===== config.mk =====
export PLATFORM = sky130hd
export DESIGN_NAME = lsu
export DESIGN_NICKNAME = d
export VERILOG_FILES = /design/src/logic/mem_pkg.sv /design/src/logic/amo_pkg.sv /design/src/logic/lsu.sv
export SDC_FILE = /design/constraint.sdc
export NUM_CORES = 1
export LEC_CHECK = 0
export BUFFER_PORTS_ARGS = -buffer_cell sky130_fd_sc_hd__buf_2
export CORE_AREA = 2 2 193 195
export DETAILED_ROUTE_END_ITERATION = 10
export DIE_AREA = 0 0 195 197
export SLEW_MARGIN = 20
export SYNTH_ARGS = -nofsm -noshare
export SYNTH_HDL_FRONTEND = slang
export SYNTH_SLANG_ARGS = --single-unit

===== constraint.sdc =====
create_clock -name vclk -period 1.8
set_clock_uncertainty 0.15 [all_clocks]
set_input_delay 0.09 -clock vclk [all_inputs]
set_output_delay 0.09 -clock vclk [all_outputs]
set_load 0.01 [all_outputs]

===== src/logic/mem_pkg.sv =====
// Little-endian 32-bit data bus with byte lanes; amo_pkg reads the AMO opcode width here and must compile after this package
`default_nettype none

package mem_pkg;

    // Data path width
    localparam int XLEN = 32;
    // Raw AMO opcode field in the execute request, decoded by amo_pkg
    localparam int AMO_OPS_W = 4;

    // Load kinds from execute
    typedef enum logic [2:0] {
        LD_OPS_NONE = 3'd0,
        LD_OPS_LB   = 3'd1,
        LD_OPS_LBU  = 3'd2,
        LD_OPS_LH   = 3'd3,
        LD_OPS_LHU  = 3'd4,
        LD_OPS_LW   = 3'd5
    } type_ld_ops_e;

    // Store kinds from execute, also carried on the bus
    typedef enum logic [1:0] {
        ST_OPS_NONE = 2'd0,
        ST_OPS_SB   = 2'd1,
        ST_OPS_SH   = 2'd2,
        ST_OPS_SW   = 2'd3
    } type_st_ops_e;

    // One bus word, seen whole or split into byte and halfword lanes
    typedef union packed {
        logic [XLEN-1:0]  word;
        logic [3:0][7:0]  bytes;
        logic [1:0][15:0] halves;
    } type_dbus_word_u;

    typedef struct packed {
        logic [XLEN-1:0] alu_result;
        logic [XLEN-1:0] rs2_data;
        logic [XLEN-1:0] pc_next;
    } type_exe2lsu_data_s;

    typedef struct packed {
        type_ld_ops_e         ld_ops;
        type_st_ops_e         st_ops;
        logic [AMO_OPS_W-1:0] amo_ops;
        logic [4:0]           rd_addr;
        logic                 rd_wr_req;
        logic [1:0]           rd_wrb_sel;
    } type_exe2lsu_ctrl_s;

    typedef struct packed {
        logic [XLEN-1:0] addr;
        logic [XLEN-1:0] w_data;
        logic            ld_req;
        logic            st_req;
        type_st_ops_e    st_ops;
    } type_lsu2dbus_s;

    typedef struct packed {
        type_dbus_word_u r_data;
        logic            ack;
    } type_dbus2lsu_s;

    typedef struct packed {
        logic [XLEN-1:0] alu_result;
        logic [XLEN-1:0] r_data;
        logic [XLEN-1:0] pc_next;
        logic [4:0]      rd_addr;
    } type_lsu2wrb_data_s;

    typedef struct packed {
        logic       rd_wr_req;
        logic [1:0] rd_wrb_sel;
    } type_lsu2wrb_ctrl_s;

endpackage

`default_nettype wire


===== src/logic/amo_pkg.sv =====
// Word-sized atomics only and depends on mem_pkg for XLEN and the opcode width
`default_nettype none

package amo_pkg;

    // A-extension operations, zero means no atomic
    typedef enum logic [mem_pkg::AMO_OPS_W-1:0] {
        AMO_OPS_NONE = 4'd0,
        AMO_OPS_LR   = 4'd1,
        AMO_OPS_SC   = 4'd2,
        AMO_OPS_SWAP = 4'd3,
        AMO_OPS_ADD  = 4'd4,
        AMO_OPS_XOR  = 4'd5,
        AMO_OPS_AND  = 4'd6,
        AMO_OPS_OR   = 4'd7,
        AMO_OPS_MIN  = 4'd8,
        AMO_OPS_MAX  = 4'd9,
        AMO_OPS_MINU = 4'd10,
        AMO_OPS_MAXU = 4'd11
    } type_amo_ops_e;

    typedef struct packed {
        logic [mem_pkg::XLEN-1:0] lsu_addr;
        logic [mem_pkg::XLEN-1:0] rs2_operand;
        logic [mem_pkg::XLEN-1:0] r_data;
    } type_lsu2amo_data_s;

    typedef struct packed {
        type_amo_ops_e amo_ops;
        logic          is_amo;
        // Bus acknowledge seen by the LSU
        logic          ack;
    } type_lsu2amo_ctrl_s;

    typedef struct packed {
        logic [mem_pkg::XLEN-1:0] w_data;
        logic [mem_pkg::XLEN-1:0] amo_wrb_data;
    } type_amo2lsu_data_s;

    typedef struct packed {
        logic ld_req;
        logic st_req;
        logic rd_wr_req;
        logic amo_done;
    } type_amo2lsu_ctrl_s;

endpackage

`default_nettype wire


===== src/logic/lsu.sv =====
// Execute must hold its request until lsu_ack_o, no misalignment checks, atomics always go to the bus as whole words
`timescale 1ns/1ps
`default_nettype none

module lsu (
    input  wire                              clk,
    input  wire                              rst_n_i,

    input  wire mem_pkg::type_exe2lsu_data_s exe2lsu_data_i,
    input  wire mem_pkg::type_exe2lsu_ctrl_s exe2lsu_ctrl_i,

    input  wire amo_pkg::type_amo2lsu_data_s amo2lsu_data_i,
    input  wire amo_pkg::type_amo2lsu_ctrl_s amo2lsu_ctrl_i,

    input  wire mem_pkg::type_dbus2lsu_s     dbus2lsu_i,

    output amo_pkg::type_lsu2amo_data_s      lsu2amo_data_o,
    output amo_pkg::type_lsu2amo_ctrl_s      lsu2amo_ctrl_o,
    output mem_pkg::type_lsu2dbus_s          lsu2dbus_o,
    output mem_pkg::type_lsu2wrb_data_s      lsu2wrb_data_o,
    output mem_pkg::type_lsu2wrb_ctrl_s      lsu2wrb_ctrl_o,
    output logic                             lsu_ack_o
);

    import mem_pkg::*;
    import amo_pkg::*;

    type_ld_ops_e    ld_ops;
    type_dbus_word_u rdata_u;
    logic [7:0]      rdata_byte;
    logic [15:0]     rdata_hword;
    logic [XLEN-1:0] ld_data;
    logic            is_amo;

    assign ld_ops  = exe2lsu_ctrl_i.ld_ops;
    assign is_amo  = |exe2lsu_ctrl_i.amo_ops;
    assign rdata_u = dbus2lsu_i.r_data;

    // Lane pick from the low address bits
    assign rdata_byte  = rdata_u.bytes[exe2lsu_data_i.alu_result[1:0]];
    assign rdata_hword = rdata_u.halves[exe2lsu_data_i.alu_result[1]];

    // Sign or zero extension to XLEN
    always_comb begin
        case (ld_ops)
            LD_OPS_LB:  ld_data = {{(XLEN-8){rdata_byte[7]}}, rdata_byte};
            LD_OPS_LBU: ld_data = {{(XLEN-8){1'b0}}, rdata_byte};
            LD_OPS_LH:  ld_data = {{(XLEN-16){rdata_hword[15]}}, rdata_hword};
            LD_OPS_LHU: ld_data = {{(XLEN-16){1'b0}}, rdata_hword};
            LD_OPS_LW:  ld_data = rdata_u.word;
            default:    ld_data = '0;
        endcase
    end

    // Bus drive, the AMO unit owns requests and write data during atomics
    always_comb begin
        lsu2dbus_o.addr = exe2lsu_data_i.alu_result;
        if (is_amo) begin
            lsu2dbus_o.ld_req        = amo2lsu_ctrl_i.ld_req;
            lsu2dbus_o.st_req        = amo2lsu_ctrl_i.st_req;
            lsu2dbus_o.w_data        = amo2lsu_data_i.w_data;
            // AMO writes are always whole words
            lsu2dbus_o.st_ops        = ST_OPS_SW;
            lsu2wrb_ctrl_o.rd_wr_req = amo2lsu_ctrl_i.rd_wr_req;
        end else begin
            lsu2dbus_o.ld_req        = |ld_ops;
            lsu2dbus_o.st_req        = |exe2lsu_ctrl_i.st_ops;
            lsu2dbus_o.w_data        = exe2lsu_data_i.rs2_data;
            lsu2dbus_o.st_ops        = exe2lsu_ctrl_i.st_ops;
            lsu2wrb_ctrl_o.rd_wr_req = exe2lsu_ctrl_i.rd_wr_req;
        end
        lsu2wrb_ctrl_o.rd_wrb_sel = exe2lsu_ctrl_i.rd_wrb_sel;
    end

    // Request side of the AMO unit
    always_comb begin
        lsu2amo_data_o.lsu_addr    = exe2lsu_data_i.alu_result;
        lsu2amo_data_o.rs2_operand = exe2lsu_data_i.rs2_data;
        lsu2amo_data_o.r_data      = rdata_u.word;
    end

    always_comb begin
        lsu2amo_ctrl_o.amo_ops = type_amo_ops_e'(exe2lsu_ctrl_i.amo_ops);
        lsu2amo_ctrl_o.is_amo  = is_amo;
        lsu2amo_ctrl_o.ack     = dbus2lsu_i.ack;
    end

    // Writeback payload
    always_comb begin
        lsu2wrb_data_o.alu_result = exe2lsu_data_i.alu_result;
        lsu2wrb_data_o.pc_next    = exe2lsu_data_i.pc_next;
        lsu2wrb_data_o.rd_addr    = exe2lsu_ctrl_i.rd_addr;
        // AMO result wins on completion
        if (amo2lsu_ctrl_i.amo_done) begin
            lsu2wrb_data_o.r_data = amo2lsu_data_i.amo_wrb_data;
        end else begin
            lsu2wrb_data_o.r_data = ld_data;
        end
    end

    // Atomics finish on amo_done, plain accesses on the bus ack
    assign lsu_ack_o = is_amo ? amo2lsu_ctrl_i.amo_done : dbus2lsu_i.ack;

    // Execute decodes one access kind per plain request
    a_ld_st_excl: assert property (@(posedge clk) disable iff (!rst_n_i)
        !is_amo |-> !(lsu2dbus_o.ld_req && lsu2dbus_o.st_req))
        else $error("lsu: load and store requested together");

endmodule

`default_nettype wire


# After elaboration in Yosys (flattened, before gate mapping)
# Index checks and enable logic that the tools add are counted.
op_classes:
  order_cmp: 2
  n_mux: 9
  n_eq_ne: 5
  reduce_logical: 3
op_table:
  columns: ["operator", "n"]
  rows:
  - ["case mux 32 bit (5 select lines)", 1]
  - ["2-to-1 mux 36 bit", 1]
  - ["2-to-1 mux 16 bit", 2]
  - ["2-to-1 mux 32 bit", 1]
  - ["binary-select mux 8 bit (select 2 bit)", 1]
  - ["2-to-1 mux 8 bit", 1]
  - ["== test 3 x 2 -> 1 bit (second input constant)", 2]
  - ["== test 3 bit (second input constant)", 2]
  - ["OR reduction 4 bit", 1]
  - ["== test 3 x 1 -> 1 bit (second input constant)", 1]
  - ["< comparator 2 x 3 -> 1 bit (second input constant)", 1]
  - ["OR reduction 3 bit", 1]
  - ["< comparator 1 x 2 -> 1 bit (second input constant)", 1]
  - ["2-to-1 mux 1 bit", 2]
  - ["OR reduction 2 bit", 1]
totals:
  elab_cells: 19
  ff_bits: 0
  out_inout_bits: 275

# Longest topological paths before layout
logic_depth:
  depth_word: 4
  depth_mapped: 8
  ltp_nobuf: 4

# Worst setup path after synthesis
# OpenSTA, ideal clock, no wires.
synth_timing:
  path_kind: "input-to-output"
  startpoint: "in exe2lsu_data_i[65] in the netlist's numbering"
  endpoint: "out lsu2wrb_data_o[44] in the netlist's numbering"
  slack_ns: 0.300
  cell_stages: 4
  path_buffers: 0
  arrival_ns: 1.260
  path_cell_list: "mux4_2 > a21oi_1 > mux2_2 > o311ai_0"
synth_rtl:
  columns: ["element", "line_no", "text"]
  rows:
  - ["start, declared", "lsu.sv:9", "input wire mem_pkg::type_exe2lsu_data_s exe2lsu_data_i,"]
  - ["end, declared", "lsu.sv:20", "output mem_pkg::type_lsu2wrb_data_s lsu2wrb_data_o,"]

==> run metrics <==
Reg area 0 µm²; Detailed Routing Iterations Pass 1 4; unrepaired setup endpoints after global routing true; Yosys top cell area share 0.487; crit path cell chain buf_6 > mux4_2 > a22o_4 > a21oi_1 > o21ai_0 > buf_2; synth top area cells buf_4, mux2_2, mux2i_1; post-place setup slack -0.0499 ns; count of cell types in the netlist 39; crit path DAT about 1.5 ns; crit share post-route 0.972; critical path class input pin to output port; Post-Syn Area 3200 µm²; Non-Filler Instances just over 1,000; Yosys warning total 0; Die X 195 µm; leakage 0.00197 µW; area grow syn2layout 27.3%; max-cap violation count 0; Buf/Inv on CP 2; register area share after synthesis 0; row cnt 70; net count after synthesis 660; VDD IR max 0.123 mV; core area 36,300 µm²; Top delay family on crit path multiplexers; critical path peak fanout 8; I/O Buffers a little under 300; Starting DRT DRC Count 173; final WL roughly 18 mm; slowest CP cell mux4_2; fin. max-slew vios 0; TNS Setup 0 ns; layout cells sized above 1 0.720; crit start category input pin; vias in the first global route 2,975; GRT Util Overall 0.0793; Worst Setup Slack, final 0.0512 ns; clock buffers 0; synth cell count leaders buf_4, mux2_2, nand2_1; Routed Antenna Nets 0; via count 3,417; diode count 0; final hold slack 0.0300 ns; f_max between 500 and 600 MHz; cell taking the most area after synthesis buf_4; Final Hold Violating Endpoints 0; Worst Path Required 1.56 ns; CP Capture Type output port; first-pass GRT wire length 22.1 mm; Die Footprint 38,400 µm²; Starting Density 0.0884; placed insts 1,017; io pins 491; placed inst area 3960 µm²; worst-margin pin slew 0.445 ns; flip-flop and latch count 0; Remaining DRCs 0; RD Place Congestion 0.897; status finished clean; syn_area_per_cell between 7 and 8 µm²; min cycle time layout 1.75 ns; antenna violations before repair 5; slowest stage delay, CP 0.59 ns; Avg WL per Cell between 15 and 20 µm; # nets final about 770; via-per-instance ratio 3.36; pin count of the biggest net entering global routing 42; GR Overflow Total 0; final std cell area, no fill 4080 µm²; Max transition margin 0.695; Worst Hold Class input pin to output port; PwrDens 264 nW/µm²; Die Y between 150 and 200 µm; setup bufs post-CTS 0; Detail Placement HPWL 15.1 mm; setup violators final 0; Cells after Synth 444; count leader, synth buf_4
[cells by family (layout without fill, tap and decap cells)]
kind of cell,after synthesis,in the layout,share of synthesized area
AO/OA/AOI/OAI,94,95,0.202
XOR/XNOR,1,1,0.00273
adder cells (fa/ha/maj),1,1,0.00312
buffers and inverters,242,347,0.534
multiplexers,51,51,0.177
AND/OR/NAND/NOR,55,55,0.0808
[metrics by stage]
step,util,total power (µW)
2_1_floorplan,-,838
3_3_place_gp,0.109,1030
3_5_place_dp,0.109,1040
4_1_cts,0.109,1050
5_1_grt,0.112,1160
6_report,0.112,1080
[cells in the final DEF, fill, tap and decap left out, types with 10 or more instances in the layout]
cell type  synthesis  final
buf_2             10    286
nand2_1           28     28
mux2_2            36     36
o21ai_1           10     14
mux2i_1           14     12
buf_4            208     41
a21oi_2            1     10
a22oi_1           14     14
inv_1             12     12
nor2_1            10     10
a21oi_1           27     18
[report_power, final]
group          internal, µW  switching, µW  leakage (µW)
Clock                     0              0             0
Sequential                0              0             0
Combinational           490            586       0.00197
Total                   490            586       0.00197
[path summary, 6_finish.rpt]
check / slack, ns / from / cells past startpoint / to
hold / removal: 0.03 / exe2lsu_data_i[4] / 0 / lsu2wrb_data_o[9]
setup / recovery: 0.05 / exe2lsu_data_i[65] / 6 / lsu2wrb_data_o[68]
[metal layers]
layer / share of wire / wire length [µm] / global-route usage
met5: 0.0015 / 27 / 0
met2: 0.46 / 8100 / 0.125
met3: 0.12 / 2100 / 0.0334
met4: 0.012 / 220 / 0.0105
met1: 0.41 / 7190 / 0.103
[timing repair]
action / 4_1_cts / 5_1_grt
endpoints found under the setup margin: 6 / 17
gates resized for setup: 3 / 31
hold endpoints to repair: 0 / 0
cloned: 0 / 1
hold buffers: 0 / 0
pin swaps: 0 / 2
[cell type report]
| class | count | area, µm² |
|---|---|---|
| inverters | 12 | 45.0 |
| multi-input cells | 203 | 1600 |
| repair buffers | 335 | 1850 |
| well taps | 468 | 586 |
| fillers | 4266 | 32200 |
No activity file was read; power rests on OpenSTA's default activity.
