`config.mk`:
```
export PLATFORM = sky130hd
export DESIGN_NAME = amo_unit
export DESIGN_NICKNAME = d
export VERILOG_FILES = /design/src/logic/mem_pkg.sv /design/src/logic/amo_pkg.sv /design/src/logic/amo_unit.sv
export SDC_FILE = /design/constraint.sdc
export NUM_CORES = 1
export LEC_CHECK = 0
export BUFFER_PORTS_ARGS = -buffer_cell sky130_fd_sc_hd__clkbuf_2
export CORE_UTILIZATION = 55
export DETAILED_ROUTE_END_ITERATION = 10
export GPL_ROUTABILITY_DRIVEN = 1
export PLACE_DENSITY = 0.81
export SYNTH_ARGS = -nofsm -noshare
export SYNTH_HDL_FRONTEND = slang
export SYNTH_SLANG_ARGS = --single-unit
```
`constraint.sdc`:
```
create_clock -name clk -period 12.4 [get_ports clk]
set_clock_uncertainty 0.05 [all_clocks]
set_input_delay 1.86 -clock clk [delete_from_list [all_inputs] [get_ports clk]]
set_output_delay 1.86 -clock clk [all_outputs]
set_load 0.05 [all_outputs]
```
`src/logic/mem_pkg.sv`:
```
// Little-endian 32-bit data bus with byte lanes; amo_pkg reads the AMO opcode width here and must compile after this package
`default_nettype none

package mem_pkg;

    // Data path width
    localparam int XLEN = 32;
    // Raw AMO opcode field in the execute request, decoded by amo_pkg
    localparam int AMO_OPS_W = 4;

    // Load kinds from execute
    typedef enum logic [2:0] {
        LD_OPS_NONE = 3'd0,
        LD_OPS_LB   = 3'd1,
        LD_OPS_LBU  = 3'd2,
        LD_OPS_LH   = 3'd3,
        LD_OPS_LHU  = 3'd4,
        LD_OPS_LW   = 3'd5
    } type_ld_ops_e;

    // Store kinds from execute, also carried on the bus
    typedef enum logic [1:0] {
        ST_OPS_NONE = 2'd0,
        ST_OPS_SB   = 2'd1,
        ST_OPS_SH   = 2'd2,
        ST_OPS_SW   = 2'd3
    } type_st_ops_e;

    // One bus word, seen whole or split into byte and halfword lanes
    typedef union packed {
        logic [XLEN-1:0]  word;
        logic [3:0][7:0]  bytes;
        logic [1:0][15:0] halves;
    } type_dbus_word_u;

    typedef struct packed {
        logic [XLEN-1:0] alu_result;
        logic [XLEN-1:0] rs2_data;
        logic [XLEN-1:0] pc_next;
    } type_exe2lsu_data_s;

    typedef struct packed {
        type_ld_ops_e         ld_ops;
        type_st_ops_e         st_ops;
        logic [AMO_OPS_W-1:0] amo_ops;
        logic [4:0]           rd_addr;
        logic                 rd_wr_req;
        logic [1:0]           rd_wrb_sel;
    } type_exe2lsu_ctrl_s;

    typedef struct packed {
        logic [XLEN-1:0] addr;
        logic [XLEN-1:0] w_data;
        logic            ld_req;
        logic            st_req;
        type_st_ops_e    st_ops;
    } type_lsu2dbus_s;

    typedef struct packed {
        type_dbus_word_u r_data;
        logic            ack;
    } type_dbus2lsu_s;

    typedef struct packed {
        logic [XLEN-1:0] alu_result;
        logic [XLEN-1:0] r_data;
        logic [XLEN-1:0] pc_next;
        logic [4:0]      rd_addr;
    } type_lsu2wrb_data_s;

    typedef struct packed {
        logic       rd_wr_req;
        logic [1:0] rd_wrb_sel;
    } type_lsu2wrb_ctrl_s;

endpackage

`default_nettype wire

```
`src/logic/amo_pkg.sv`:
```
// Word-sized atomics only and depends on mem_pkg for XLEN and the opcode width
`default_nettype none

package amo_pkg;

    // A-extension operations, zero means no atomic
    typedef enum logic [mem_pkg::AMO_OPS_W-1:0] {
        AMO_OPS_NONE = 4'd0,
        AMO_OPS_LR   = 4'd1,
        AMO_OPS_SC   = 4'd2,
        AMO_OPS_SWAP = 4'd3,
        AMO_OPS_ADD  = 4'd4,
        AMO_OPS_XOR  = 4'd5,
        AMO_OPS_AND  = 4'd6,
        AMO_OPS_OR   = 4'd7,
        AMO_OPS_MIN  = 4'd8,
        AMO_OPS_MAX  = 4'd9,
        AMO_OPS_MINU = 4'd10,
        AMO_OPS_MAXU = 4'd11
    } type_amo_ops_e;

    typedef struct packed {
        logic [mem_pkg::XLEN-1:0] lsu_addr;
        logic [mem_pkg::XLEN-1:0] rs2_operand;
        logic [mem_pkg::XLEN-1:0] r_data;
    } type_lsu2amo_data_s;

    typedef struct packed {
        type_amo_ops_e amo_ops;
        logic          is_amo;
        // Bus acknowledge seen by the LSU
        logic          ack;
    } type_lsu2amo_ctrl_s;

    typedef struct packed {
        logic [mem_pkg::XLEN-1:0] w_data;
        logic [mem_pkg::XLEN-1:0] amo_wrb_data;
    } type_amo2lsu_data_s;

    typedef struct packed {
        logic ld_req;
        logic st_req;
        logic rd_wr_req;
        logic amo_done;
    } type_amo2lsu_ctrl_s;

endpackage

`default_nettype wire

```
`src/logic/amo_unit.sv`:
```
// One atomic at a time, word-sized only, a single reservation per hart, assumes the bus acks one cycle after a request
`timescale 1ns/1ps
`default_nettype none

module amo_unit (
    input  wire                              clk,
    input  wire                              rst_n_i,

    input  wire amo_pkg::type_lsu2amo_data_s lsu2amo_data_i,
    input  wire amo_pkg::type_lsu2amo_ctrl_s lsu2amo_ctrl_i,

    output amo_pkg::type_amo2lsu_data_s      amo2lsu_data_o,
    output amo_pkg::type_amo2lsu_ctrl_s      amo2lsu_ctrl_o
);

    import mem_pkg::*;
    import amo_pkg::*;

    typedef enum logic [2:0] {
        AMO_IDLE,
        AMO_READ,
        AMO_COMPUTE,
        AMO_WRITE,
        AMO_DONE
    } type_amo_state_e;

    type_amo_state_e state_q;
    type_amo_state_e state_d;
    type_amo_ops_e   amo_ops;
    logic [XLEN-1:0] addr;
    logic [XLEN-1:0] rs2;
    logic [XLEN-1:0] old_q;
    logic [XLEN-1:0] new_d;
    logic [XLEN-1:0] new_q;
    logic [XLEN-3:0] res_addr_q;
    logic            res_valid_q;
    logic            res_hit;
    logic            ack;
    logic            is_lr;
    logic            is_sc;
    logic            start;
    logic            rd_ack;
    logic            wr_ack;
    logic            amo_done;

    assign amo_ops = lsu2amo_ctrl_i.amo_ops;
    assign addr    = lsu2amo_data_i.lsu_addr;
    assign rs2     = lsu2amo_data_i.rs2_operand;
    assign ack     = lsu2amo_ctrl_i.ack;
    assign is_lr   = (amo_ops == AMO_OPS_LR);
    assign is_sc   = (amo_ops == AMO_OPS_SC);
    assign start   = (state_q == AMO_IDLE) && lsu2amo_ctrl_i.is_amo;
    assign rd_ack  = (state_q == AMO_READ) && ack;
    assign wr_ack  = (state_q == AMO_WRITE) && ack;

    // Reservation match on the word address
    assign res_hit = res_valid_q && (res_addr_q == addr[XLEN-1:2]);

    always_comb begin
        state_d = state_q;
        case (state_q)
            AMO_IDLE: begin
                if (lsu2amo_ctrl_i.is_amo) begin
                    // A failed SC skips the bus
                    if (is_sc) begin
                        state_d = res_hit ? AMO_WRITE : AMO_DONE;
                    end else begin
                        state_d = AMO_READ;
                    end
                end
            end
            AMO_READ:    state_d = ack ? (is_lr ? AMO_IDLE : AMO_COMPUTE) : AMO_READ;
            AMO_COMPUTE: state_d = AMO_WRITE;
            AMO_WRITE:   state_d = ack ? AMO_IDLE : AMO_WRITE;
            AMO_DONE:    state_d = AMO_IDLE;
            default:     state_d = AMO_IDLE;
        endcase
    end

    // RMW ALU on the old word and rs2
    always_comb begin
        case (amo_ops)
            AMO_OPS_SWAP: new_d = rs2;
            AMO_OPS_ADD:  new_d = old_q + rs2;
            AMO_OPS_XOR:  new_d = old_q ^ rs2;
            AMO_OPS_AND:  new_d = old_q & rs2;
            AMO_OPS_OR:   new_d = old_q | rs2;
            AMO_OPS_MIN:  new_d = ($signed(old_q) < $signed(rs2)) ? old_q : rs2;
            AMO_OPS_MAX:  new_d = ($signed(old_q) < $signed(rs2)) ? rs2 : old_q;
            AMO_OPS_MINU: new_d = (old_q < rs2) ? old_q : rs2;
            AMO_OPS_MAXU: new_d = (old_q < rs2) ? rs2 : old_q;
            default:      new_d = old_q;
        endcase
    end

    always_ff @(posedge clk or negedge rst_n_i) begin
        if (!rst_n_i) begin
            state_q     <= AMO_IDLE;
            res_valid_q <= 1'b0;
        end else begin
            state_q <= state_d;
            if (rd_ack && is_lr) begin
                res_valid_q <= 1'b1;
            end else if (start && is_sc) begin
                // SC drops the reservation whatever the outcome
                res_valid_q <= 1'b0;
            end else if (wr_ack && !is_sc && res_hit) begin
                res_valid_q <= 1'b0;
            end
        end
    end

    // Old word, new word and reserved address
    always_ff @(posedge clk) begin
        if (rd_ack) begin
            old_q <= lsu2amo_data_i.r_data;
        end
        if (state_q == AMO_COMPUTE) begin
            new_q <= new_d;
        end
        if (rd_ack && is_lr) begin
            res_addr_q <= addr[XLEN-1:2];
        end
    end

    // LR ends on its read ack, SC and RMW on their write ack
    assign amo_done = (rd_ack && is_lr) || wr_ack || (state_q == AMO_DONE);

    always_comb begin
        amo2lsu_ctrl_o.ld_req    = (start && !is_sc) || (state_q == AMO_READ);
        amo2lsu_ctrl_o.st_req    = (start && is_sc && res_hit) || (state_q == AMO_WRITE);
        amo2lsu_ctrl_o.rd_wr_req = amo_done;
        amo2lsu_ctrl_o.amo_done  = amo_done;
    end

    always_comb begin
        amo2lsu_data_o.w_data = is_sc ? rs2 : new_q;
        if (is_lr) begin
            amo2lsu_data_o.amo_wrb_data = lsu2amo_data_i.r_data;
        end else if (is_sc) begin
            // 1 only for the failed SC, which ends in DONE
            amo2lsu_data_o.amo_wrb_data = {{(XLEN-1){1'b0}}, state_q == AMO_DONE};
        end else begin
            amo2lsu_data_o.amo_wrb_data = old_q;
        end
    end

    // Execute holds the atomic until its one done pulse
    a_done_in_request: assert property (@(posedge clk) disable iff (!rst_n_i)
        amo_done |-> lsu2amo_ctrl_i.is_amo)
        else $error("amo_unit: amo_done without a held atomic request");

endmodule

`default_nettype wire

```
; ---- After elaboration in Yosys (flattened, before gate mapping)
; Cells that the tools add are included.
[word_totals]
reg_bits = 98
latch_bits = 0
mem_bits_rw = 0
mem_bits_ro = 0
in_bits = 104
output_inout_bits = 68
elab_cells = 63
mem_count = 0
[classes]
add_sub_neg = 1
mul = 0
div = 0
n_lt_le_gt_ge = 2
n_eq_ne = 17
shifts = 0
muxes = 18
bitwise_logic = 3
reduce_logical = 17
[ops]
columns = op, n
row1 = one-hot mux 32 bit (9 select lines), 1
row2 = 2-to-1 mux 32 bit, 7
row3 = < comparator 32 bit, 2
row4 = adder 32 bit, 1
row5 = bitwise AND 32 bit, 1
row6 = OR 32 bit, 1
row7 = bitwise XOR 32 bit, 1
row8 = == test 30 bit, 1
row9 = "== test 4 x 3 -> 1 bit, second input constant", 4
row10 = "== test 4 bit, second input constant", 4
row11 = one-hot mux 3 bit (4 select lines), 1
row12 = logical AND 1 bit, 10
row13 = 2-to-1 mux 3 bit, 3
row14 = "== test 4 x 2 -> 1 bit, second input constant", 2
row15 = "== test 3 x 2 -> 1 bit, second input constant", 2
row16 = 2-to-1 mux 2 bit, 3
row17 = "== test 4 x 1 -> 1 bit, second input constant", 1
row18 = logical OR 1 bit, 4
row19 = "== test 3 x 1 -> 1 bit, second input constant", 1
row20 = "== test 3 bit, second input constant", 1
row21 = zero test 3 bit, 1
row22 = 2-to-1 mux 1 bit, 3
row23 = nonzero test 3 bit, 1
row24 = "!= test 2 bit, second input constant", 1
row25 = zero test 1 bit, 1

; ---- Depth between registers and ports, before layout
; Gate-level depths: netlist of run 1.
[depth]
ltp_word = 7
ltp_mapped = 14
depth_no_buf = 12

; ---- Least setup slack after synthesis of run 1
; OpenSTA, ideal clock, no wires.
[synth_timing]
path_kind = input to output
from = in lsu2amo_ctrl_i[0] in the netlist's numbering
to = out amo2lsu_ctrl_o[0] in the netlist's numbering
arrival_ns = 4.970
required_time_ns = 10.490
path_slack_ns = 5.520
cell_stages = 5
n_path_buf = 1
cell_sequence = nand2_1 nor3_1 nand2_1 o211ai_1 buf_4
[synth_between]
elab_chain_len = 4
word_cells_on_any_way = 5
cone_classes = reduce/logical: 5
[synth_rtl]
columns = item, line_no
row1 = start: declaration, amo_unit.sv:10  ; input wire amo_pkg::type_lsu2amo_ctrl_s lsu2amo_ctrl_i,
row2 = logical AND 1 bit, amo_unit.sv:53  ; assign rd_ack = (state_q == AMO_READ) && ack;
row3 = named net rd_ack, amo_unit.sv:42  ; logic rd_ack;
row4 = logical AND 1 bit, amo_unit.sv:127  ; assign amo_done = (rd_ack && is_lr) || wr_ack || (state_q == AMO_DONE);
row5 = logical OR 1 bit (2 in a row), amo_unit.sv:127
row6 = end: declaration, amo_unit.sv:13  ; output amo_pkg::type_amo2lsu_ctrl_s amo2lsu_ctrl_o
; The timed path passes the listed nets, and every way through them passes these cells.

==> impl_results.md, run 1 <==
* Mapped Cells at between 900 and 1000
* Register area share after synthesis at roughly a third
* Largest cells by area after synthesis: edfxtp_1, ha_1, xnor2_1
* Ports at 172
* HP Class: reg -> reg
* Critical-path cell list: clkbuf_2 -> nor2b_1 -> and2_1 -> nor2_2 -> buf_4 -> a22o_1 -> clkbuf_2
* CP peak stage delay at roughly 860 ps
* Final Hold Vio Count at 0
* Routed Wire Length at 24200 um
* Crit path max-delay family: simple AND/OR/NAND/NOR gates
* Peak fanout along the critical path at between 40 and 50
* WP depth at 7
* CTS tree: built
* Most frequent cells in the layout: clkbuf_2, ha_1, nand2_1, edfxtp_1, inv_1
* Final #Nets at 1305
* Async set-reset flop share out of synthesis at under 10%
* Crit path buffers/inverters at 3
* CP Launch Point: lsu2amo_ctrl_i[2]
* Worst Max-Slew Pin Slew at about 1200 ps
* H-tree depth at 3
* Initial Util at between 50% and 60%
* Core area at approximately 15000 um2
* TritonCTS Buffers at 9
* Row count at 45
* Die footprint at 16500 um2
* Worst reg2reg setup slack at between 8000 and 9000 ps
* Setup_tns at 0 ps
* WL per Instance at between 15 and 20 um
* Die H at 128 um
* Vias in the first global route at between 7000 and 8000
* Critical path arrival at about 5100 ps
* Synthesized flop and latch total at 98
* CTS Root Cell: clkbuf_16
* Setup repair after global routing missed its margin: no
* Critical Path End: amo2lsu_data_o[4]
* # diodes at 0
* Initial antenna violation count at 0
* Postcts setup bufs at 0
* Worst R2R Start: old_q[13]
* WHS at 486 ps
* R2R Path End: new_q[30]
* First-pass GRT wire length at roughly 38000 um
* Drc violations at 0
* Startpoint Class: input port
* Critical path class: in -> out
* Syn Area/Cell at 9.04 um2
* Maximum vdd drop at roughly 0.000090 V
* Pre-Repair DR Iteration Count at 5
* Endpoints failing setup at 0
* Final ANT Viol Nets at 0
* Die Wd at 128 um
* Iter 0 DRT Violations at 760
* Layout cells sized above 1 at between 20% and 30%
* Main synth FF type: edfxtp_1
* Post-synth top area cell: edfxtp_1
* Overflow after GRT at 0
* Largest net degree at the start of global routing at just over 50
* CTS Sinks at just under 100
* Commonest non-fill, non-tap cell in the layout: clkbuf_2
* # hold bufs at CTS at 0
* Layout overhead on the synthesized area at 13.2%
* Crit. End Element: output port
* Via count of the routed design at approximately 8100
* Hpwl dp at 16900 um
* Fmax at 143 MHz
* Vias per cell at ~6
* Max-slew headroom at a little over a fifth
* Mapped cell area at 8790 um2
* CP most frequent cell: clkbuf_2
* Status: finished, final reports clean
* Final max-slew violation count at 0
* Total GRT Usage at between 20% and 30%
* Port Buf Inserts at around 170
* CTS clock-pin slew for the worst setup and hold paths at around 70 ps
* WP data required at around 10000 ps
* Synth top area share at 32.1%
* FF-to-FF path depth at 12
* Clk_lat worst skew at about 360 ps
* EDFF count, synth at between 90 and 100
* Max-Cap Viols at 0
* Leak at ~0.0045 uW
* Post-layout min period at 7000 ps
* Net Count, Synth at approximately 1200
* Critical-path top delay cell: nor2_2
* Count of unique library cells instantiated by Yosys at 73
* Synth warnings at 0
* Clk buf depth at 2
* PD cells at around 140 nW/um2
* Placer Congestion at just over 0.9
* Tcrit/Tclk final at a little under three fifths
* Post-cts resize count at 0
## area by class of cell
cell class	count	area, um2
fillers	1308	5430
multi-input cells	721	5190
flip-flops and latches	98	2920
repair buffers	177	906
inverters	94	353
well taps	211	264
clock buffers	9	225
clock inverters	7	82.6
## per-stage QoR
| step | instances | setup slack (ps) | util [%] | instance area, um2 | power, uW |
|---|---|---|---|---|---|
| after floorplan | 972 | 5520 | - | 8790 | 953 |
| after global placement | 1301 | 5590 | 62.7 | 9640 | 1090 |
| after detailed placement | 1301 | 5530 | 62.7 | 9640 | 1100 |
| after CTS | 1317 | 5520 | 64.7 | 9950 | 1410 |
| after global routing | 1317 | 5320 | 64.7 | 9950 | 1480 |
| final | 1317 | 5400 | 64.7 | 9950 | 1410 |
## worst reg2reg max path: cells and delay by family, from the launching register on
family	cells	cell delay, ps
xor+xnor	1	440
fa+ha+maj	1	390
compound gates	8	2380
buf+inv	2	200
flops	1	510
## flip-flops by register name, summed over array words and instances (netlist names)
signal and flops:
res_valid_q 1, res_addr_q 30, state_q 3, old_q 32, new_q 32
## cell families (layout without fill, tap and decap cells)
family | Yosys count | count (layout) | share of synthesized area (%)
buf+inv | 153 | 287 | 7.80
xor+xnor | 62 | 62 | 6.35
flops | 98 | 98 | 33.3
mux | 1 | 1 | 0.256
fa+ha+maj | 100 | 100 | 14.3
simple gates | 227 | 227 | 12.1
compound gates | 331 | 331 | 25.9
## how the worst min path moves through the flow
stage | slack [ps] | startpoint | depth (start not counted) | to
4_1_cts | 480 | res_valid_q | 2 | res_valid_q
3_3_place_gp | 450 | res_valid_q | 2 | res_valid_q
2_1_floorplan | 420 | res_valid_q | 2 | res_valid_q
3_5_place_dp | 470 | res_valid_q | 2 | res_valid_q
5_1_grt | 520 | res_valid_q | 2 | res_valid_q
6_report | 490 | res_valid_q | 2 | res_valid_q
## per-layer routing
metal | GRT usage, % | share of wire (%) | vias to the layer above
met5 | 0 | 0 | -
li1 | - | - | 3800
met3 | 6.11 | 8.3 | 68
met1 | 38.0 | 42 | 3808
met4 | 13.1 | 3.5 | 0
met2 | 49.3 | 46 | 401
## power by group
part,leakage [uW],internal (uW),total [uW],switching [uW]
combinational,0.00341,203,645,442
sequential,0.000913,426,462,36.4
clock,0.000152,161,301,140
total,0.00447,790,1410,618
## Yosys cell counts, types with 14 or more instances
| cell | n |
|---|---|
| a21o_1 | 15 |
| a21oi_1 | 59 |
| a22o_1 | 38 |
| clkbuf_1 | 34 |
| edfxtp_1 | 94 |
| ha_1 | 99 |
| inv_1 | 93 |
| nand2_1 | 95 |
| nand4_1 | 15 |
| nor2_1 | 51 |
| o211ai_1 | 14 |
| o21ai_0 | 75 |
| o21ai_1 | 22 |
| xnor2_1 | 47 |
| xor2_1 | 14 |
Power figures use the tool's default switching activity.
==> run 2: changes to the inputs <==
Clock period 12.4 ns to 6.7 ns, I/O delays scaled along.
==> run 2 against run 1 <==
  * Routed wire length shrank 1.1%
  * Non-clock buffer count increased by 4
  * Critical path depth is 6 higher
  * Register-to-register slack worse by 5700 ps
  * Flip-flop and latch count unchanged
  * First-iteration DRC count is 7.6% lower
  * Critical path type is now in -> reg
  * Largest cell class unchanged
==> impl_results.md, run 2 (synthesis gave the netlist of run 1 again) <==
* Status: finished, final reports clean
* Initial Util at a little under three fifths
* Setup repair after global routing missed its margin: no
* WP depth at 13
* Largest net degree at the start of global routing at between 50 and 60
* Pre-Repair DR Iteration Count at 6
* Post-layout min period at approximately 4500 ps
* Setup_tns at 0 ps
* Final #Nets at roughly 1300
* Die Wd at around 130 um
* Clk buf depth at 2
* Final max-slew violation count at 0
* PD cells at about 260 nW/um2
* TritonCTS Buffers at 9
* Total GRT Usage at 29.2%
* HP Class: in -> async
* CTS Root Cell: clkbuf_16
* Startpoint Class: input port
* WHS at roughly 380 ps
* Max-Cap Viols at 0
* Hpwl dp at ~17000 um
* Crit path buffers/inverters at 3
* # hold bufs at CTS at 0
* CTS Sinks at slightly below 100
* Die footprint at 16500 um2
* CP peak stage delay at 810 ps
* Crit path max-delay family: compound AO/OA/AOI/OAI gates
* CTS clock-pin slew for the worst setup and hold paths at 80 ps
* # diodes at 0
* Critical path arrival at around 4700 ps
* Layout cells sized above 1 at 20.5%
* Worst R2R Start: old_q[13]
* Placer Congestion at a little over 0.9
* First-pass GRT wire length at 37300 um
* Postcts setup bufs at 0
* Vias in the first global route at 7293
* Critical-path cell list: clkbuf_2 -> inv_1 -> ha_1 -> inv_1 -> a21oi_1 -> o31ai_1 -> o2111ai_1 -> o21ai_2 -> xnor3_2 -> o21bai_4 -> a221o_1 -> a211oi_1 -> o22ai_1
* Fin util at approximately 65%
* Worst Max-Slew Pin Slew at 1130 ps
* Fmax at about 220 MHz
* Commonest non-fill, non-tap cell in the layout: clkbuf_2
* Overflow after GRT at 0
* Routed Wire Length at ~24000 um
* Layout overhead on the synthesized area at 13.5%
* Clk_lat worst skew at between 300 and 400 ps
* Max-slew headroom at between 20% and 30%
* Die H at 128 um
* CTS tree: built
* Crit. End Element: flop
* FF-to-FF path depth at 12
* Ports at ~170
* Peak fanout along the critical path at 31
* Port Buf Inserts at 169
* Iter 0 DRT Violations at about 700
* Top Registers: new_q x32, old_q x32, res_addr_q x30
* Endpoints failing setup at 0
* Worst reg2reg setup slack at around 2500 ps
* H-tree depth at 3
* Total Power at approximately 2600 uW
* Post-cts resize count at 0
* Drc violations at 0
* Critical path class: in -> reg
* WP data required at just under 7000 ps
* Core area at ~15000 um2
* Maximum vdd drop at between 0.00015 and 0.0002 V
* Row count at between 40 and 50
* Final ANT Viol Nets at 0
* Vias per cell at 6.07
* Initial antenna violation count at 0
* Most frequent cells in the layout: clkbuf_2, ha_1, nand2_1, edfxtp_1, inv_1
* Layout fillers at 1293
* Tcrit/Tclk final at between 60 and 70%
* Via count of the routed design at between 8000 and 9000
* Critical-path top delay cell: o21bai_4
* Final Hold Vio Count at 0
* CP most frequent cell: inv_1
* R2R Path End: new_q[30]
* WL per Instance at between 15 and 20 um
* Leak at 0.00449 uW
[run 2: cell count changes in the layout (fill, tap and decap cells not counted)]
cell / change
clkinv_8: +2
bufinv_16: -1
clkinv_4: +1
clkinv_1: -1
buf_4: +4
inv_6: -1
[run 2: stage by stage]
step                      setup slack (ps)  area (um2)  instances
final                                 2200        9970       1321
after global routing                  2040        9970       1321
after CTS                             2250        9970       1321
after detailed placement              1950        9670       1305
after global placement                2010        9670       1305
after floorplan                       1530        8790        972
[run 2: worst max-delay path by stage]
stage                            start                 end  slack, ps
floorplan            lsu2amo_ctrl_i[0]   amo2lsu_ctrl_o[0]       1530
global placement    lsu2amo_data_i[45]           new_q[30]       2010
detailed placement  lsu2amo_data_i[45]           new_q[30]       1950
CTS                  lsu2amo_ctrl_i[3]  amo2lsu_data_o[13]       2250
global route        lsu2amo_data_i[45]           new_q[30]       2040
finish              lsu2amo_data_i[45]           new_q[30]       2200
[run 2: per-layer routing]
| layer | part of all wire (%) | global-route usage (%) |
|---|---|---|
| met1 | 42 | 37.6 |
| met2 | 47 | 47.6 |
| met3 | 8.1 | 5.95 |
| met4 | 3.3 | 13.4 |
| met5 | 0 | 0 |
[run 2: cell type report]
type                    count  area, um2  area share [%]
clock buffers               9        225            2.26
clock inverters             7       81.3           0.815
inverters                  94        353            3.54
multi-input cells         721       5190            52.1
flip-flops and latches     98       2920            29.3
well taps                 211        264            2.65
repair buffers            181        936            9.38
[run 2: worst reg2reg max path, stage by stage (launching register included)]
cell and delay [ps]:
edfxtp_1 500, inv_1 80, ha_1 380, inv_1 120, a21oi_1 70, o31ai_1 490
o2111ai_1 230, o21ai_2 250, xnor3_2 440, o21bai_4 810, a221o_1 330, a211oi_1 60
o22ai_1 190
[run 2: where the power goes]
| part | internal (uW) | leakage [uW] | total (uW) | switching (uW) |
|---|---|---|---|---|
| logic | 378 | 0.00343 | 1190 | 815 |
| clock network | 267 | 0.000150 | 542 | 276 |
| registers | 788 | 0.000913 | 855 | 66.7 |
==> run 3: changes to the inputs <==
Settings changed: ABC_AREA set to 1, PLACE_DENSITY 0.81 to 0.79.
Clock period 6.7 ns to 4.28 ns, I/O delays scaled along.
==> run 3 against run 2 <==
  * Register-to-register slack lost 1800 ps
  * First-iteration DRC count rose by 120%
  * Non-clock buffer count up 24
  * Sequential power up 59%
  * Synthesized cell count increased by 78%
  * Die area is 26% higher
  * Cell count grew 62%
  * Clock power up 63%
  * Critical path type is now reg -> reg
  * Global-route usage grew 10 points
  * Worst setup slack worse by 1500 ps
  * Sequential share of layout area fell by 6.0 points
==> impl_results.md, run 3 <==
* Status: finished, final reports clean
* Hpwl dp at 30800 um
* Mapped cell area at about 11000 um2
* Max Used Layer: met4
* Count of unique library cells instantiated by Yosys at 44
* TritonCTS Buffers at 9
* Crit. End Element: flop
* WHS at ~10 ps
* Initial Util at between 50% and 60%
* Postcts setup bufs at 0
* CTS clock-pin slew for the worst setup and hold paths at ~90 ps
* Fin worst setup slack at 744 ps
* Critical path arrival at about 3600 ps
* Fmax at approximately 280 MHz
* Setup_tns at 0 ps
* CTS Root Cell: clkbuf_16
* Crit path buffers/inverters at 3
* # hold bufs at CTS at 0
* Top Registers: new_q x32, old_q x32, res_addr_q x30
* Synth top cells by count: nand2_1, nand3_1, inv_1
* WL met2 at about 17000 um
* Initial antenna violation count at 0
* Mapped Cells at roughly 1700
* Synth warnings at 0
* Synthesized flop and latch total at slightly below 100
* Critical-path cell list: inv_1 -> ha_1 -> nor2_1 -> nand2_1 -> nand2_1 -> a21oi_1 -> nand2_1 -> nand2_2 -> buf_4 -> nand3_1 -> nand2_2 -> nor2_1 -> nor2_1 -> nand3_1 -> nand2_1 -> inv_1
* Via count of the routed design at 12800
* Startpoint Class: flop
* Final #Nets at ~2100
* Critical-path top delay cell: ha_1
* Pre-CTS setup slack at roughly 520 ps
* CP peak stage delay at approximately 500 ps
* Die Wd at between 100 and 150 um
* Commonest non-fill, non-tap cell in the layout: nand2_1
* Die footprint at ~21000 um2
* Worst R2R Start: old_q[11]
* Largest cells by area after synthesis: edfxtp_1, nand2_1, ha_1
* Main synth FF type: edfxtp_1
* Row count at a little over 50
* Peak fanout along the critical path at 27
* Max-Cap Viols at 0
* HP Class: in -> async
* Net Count, Synth at roughly 1900
* Fin util at a little under two thirds
* Critical path class: reg -> reg
* Total GRT Usage at 39.7%
* R2R Path End: new_q[3]
* Clk_lat worst skew at around 380 ps
* Pre-Repair DR Iteration Count at 6
* Async set-reset flop share out of synthesis at under 10%
* Layout overhead on the synthesized area at 13.2%
* H-tree depth at 3
* Post-cts resize count at 0
* CTS tree: built
* Worst reg2reg setup slack at about 740 ps
* Die H at roughly 140 um
* Overflow after GRT at 0
* # diodes at 0
* Largest net degree at the start of global routing at 50
* Leak at a little over 0.006 uW
* Post-synth top area cell: edfxtp_1
* Port Buf Inserts at roughly 170
* Final ANT Viol Nets at 0
* Final max-slew violation count at 0
* Layout cells sized above 1 at about an eighth
* Setup repair after global routing missed its margin: no
* Most common cell in the netlist: nand2_1
* First-pass GRT wire length at ~62000 um
* Clock network fraction of total power at approximately 17%
* P_sw at 2710 uW
* WL per Instance at between 15 and 20 um
* Vias per cell at 5.97
* Sequential Power Share at 26.4%
* Clk buf depth at 2
* Core area at a little under 20000 um2
* Synth top area share at ~25%
* Post-layout min period at about 3500 ps
* Syn Area/Cell at ~6.4 um2
* PD cells at 410 nW/um2
* Placer Congestion at around 1.0
* Endpoints failing setup at 0
* Iter 0 DRT Violations at 1525
* Most frequent cells in the layout: nand2_1, nand3_1, inv_1
* Routed Wire Length at just over 40000 um
* Ports at around 170
* Drc violations at 0
* Crit path max-delay family: simple AND/OR/NAND/NOR gates
* Switching share of power at 52.6%
* Register area share after synthesis at between 20% and 30%
* Met3 Wirelength at between 4000 and 5000 um
* Worst Max-Slew Pin Slew at between 1000 and 1500 ps
* CTS Sinks at 98
* CP most frequent cell: nand2_1
* Max-slew headroom at between 20% and 30%
* P_int at ~2400 uW
* Final Hold Vio Count at 0
* Maximum vdd drop at between 0.0002 and 0.00025 V
* Logic pwr share at about 56%
* WP data required at roughly 4400 ps
* Met1 WL at 17500 um
* Tcrit/Tclk final at about 83%
* Vias in the first global route at 11400
* CP Launch Point: old_q[11]
* EDFF count, synth at 94
* FF-to-FF path depth at 16
* Layout fillers at roughly 1900
## run 3: cell types whose count changed in the layout (fill, tap and decap cells not counted), sizes merged, moves of 13 or more
cell,change
inv,+127
xnor2,-40
a221oi,-18
o31ai,+26
a22o,-37
o22ai,+17
nand3,+235
nand2,+384
a21o,-13
nor2,+111
buf,+24
## run 3: logic make-up after synthesis
family / count (synthesis) / share of synthesized area (%)
AO/OA/AOI/OAI: 274 / 14.9
XOR/XNOR: 12 / 0.949
adder cells (fa/ha/maj): 100 / 11.4
buffers and inverters: 299 / 10.5
flip-flops: 98 / 26.4
AND/OR/NAND/NOR: 943 / 35.9
## run 3: routing by layer
metal / vias to the layer above / GRT usage, %
met2: 752 / 59.6
met1: 5833 / 56.5
li1: 6065 / -
met4: 0 / 15.9
met3: 104 / 6.10
met5: - / 0
## run 3: worst max path at each step
stage,end,cells after the start
2_1_floorplan,amo2lsu_ctrl_o[0],7
3_3_place_gp,new_q[27],17
3_5_place_dp,new_q[3],15
4_1_cts,new_q[3],14
5_1_grt,new_q[11],17
6_report,new_q[3],16
## run 3: worst reg2reg max path: cells and delay by family (launching register included)
kind | cells | cell delay, ps
compound gates | 1 | 120
fa+ha+maj | 1 | 500
buf+inv | 3 | 550
flops | 1 | 430
simple gates | 11 | 1660
## run 3: layout make-up
class / instances / area, um2 / share of cell area (%)
clock buffer: 9 / 225 / 1.80
clock inverter: 7 / 81.3 / 0.649
inverter: 222 / 833 / 6.65
multi-input combinational: 1329 / 7030 / 56.0
sequential: 98 / 2920 / 23.3
tap: 265 / 332 / 2.64
timing repair buffer: 205 / 1120 / 8.90
## run 3: power by group through the flow
stage               registers, uW  logic (uW)  clock network (uW)
floorplan                    1350        2020                   0
global placement             1370        2770                   0
detailed placement           1370        2820                   0
CTS                          1350        2830                 883
global route                 1370        3130                 911
finish                       1360        2900                 883
## run 3: per-stage QoR
stage	instances	cell area [um2]	power (uW)
2_1_floorplan	1726	11100	3370
5_1_grt	2135	12500	5420
3_5_place_dp	2119	12200	4200
3_3_place_gp	2119	12200	4140
4_1_cts	2135	12500	5070
6_report	2135	12500	5150
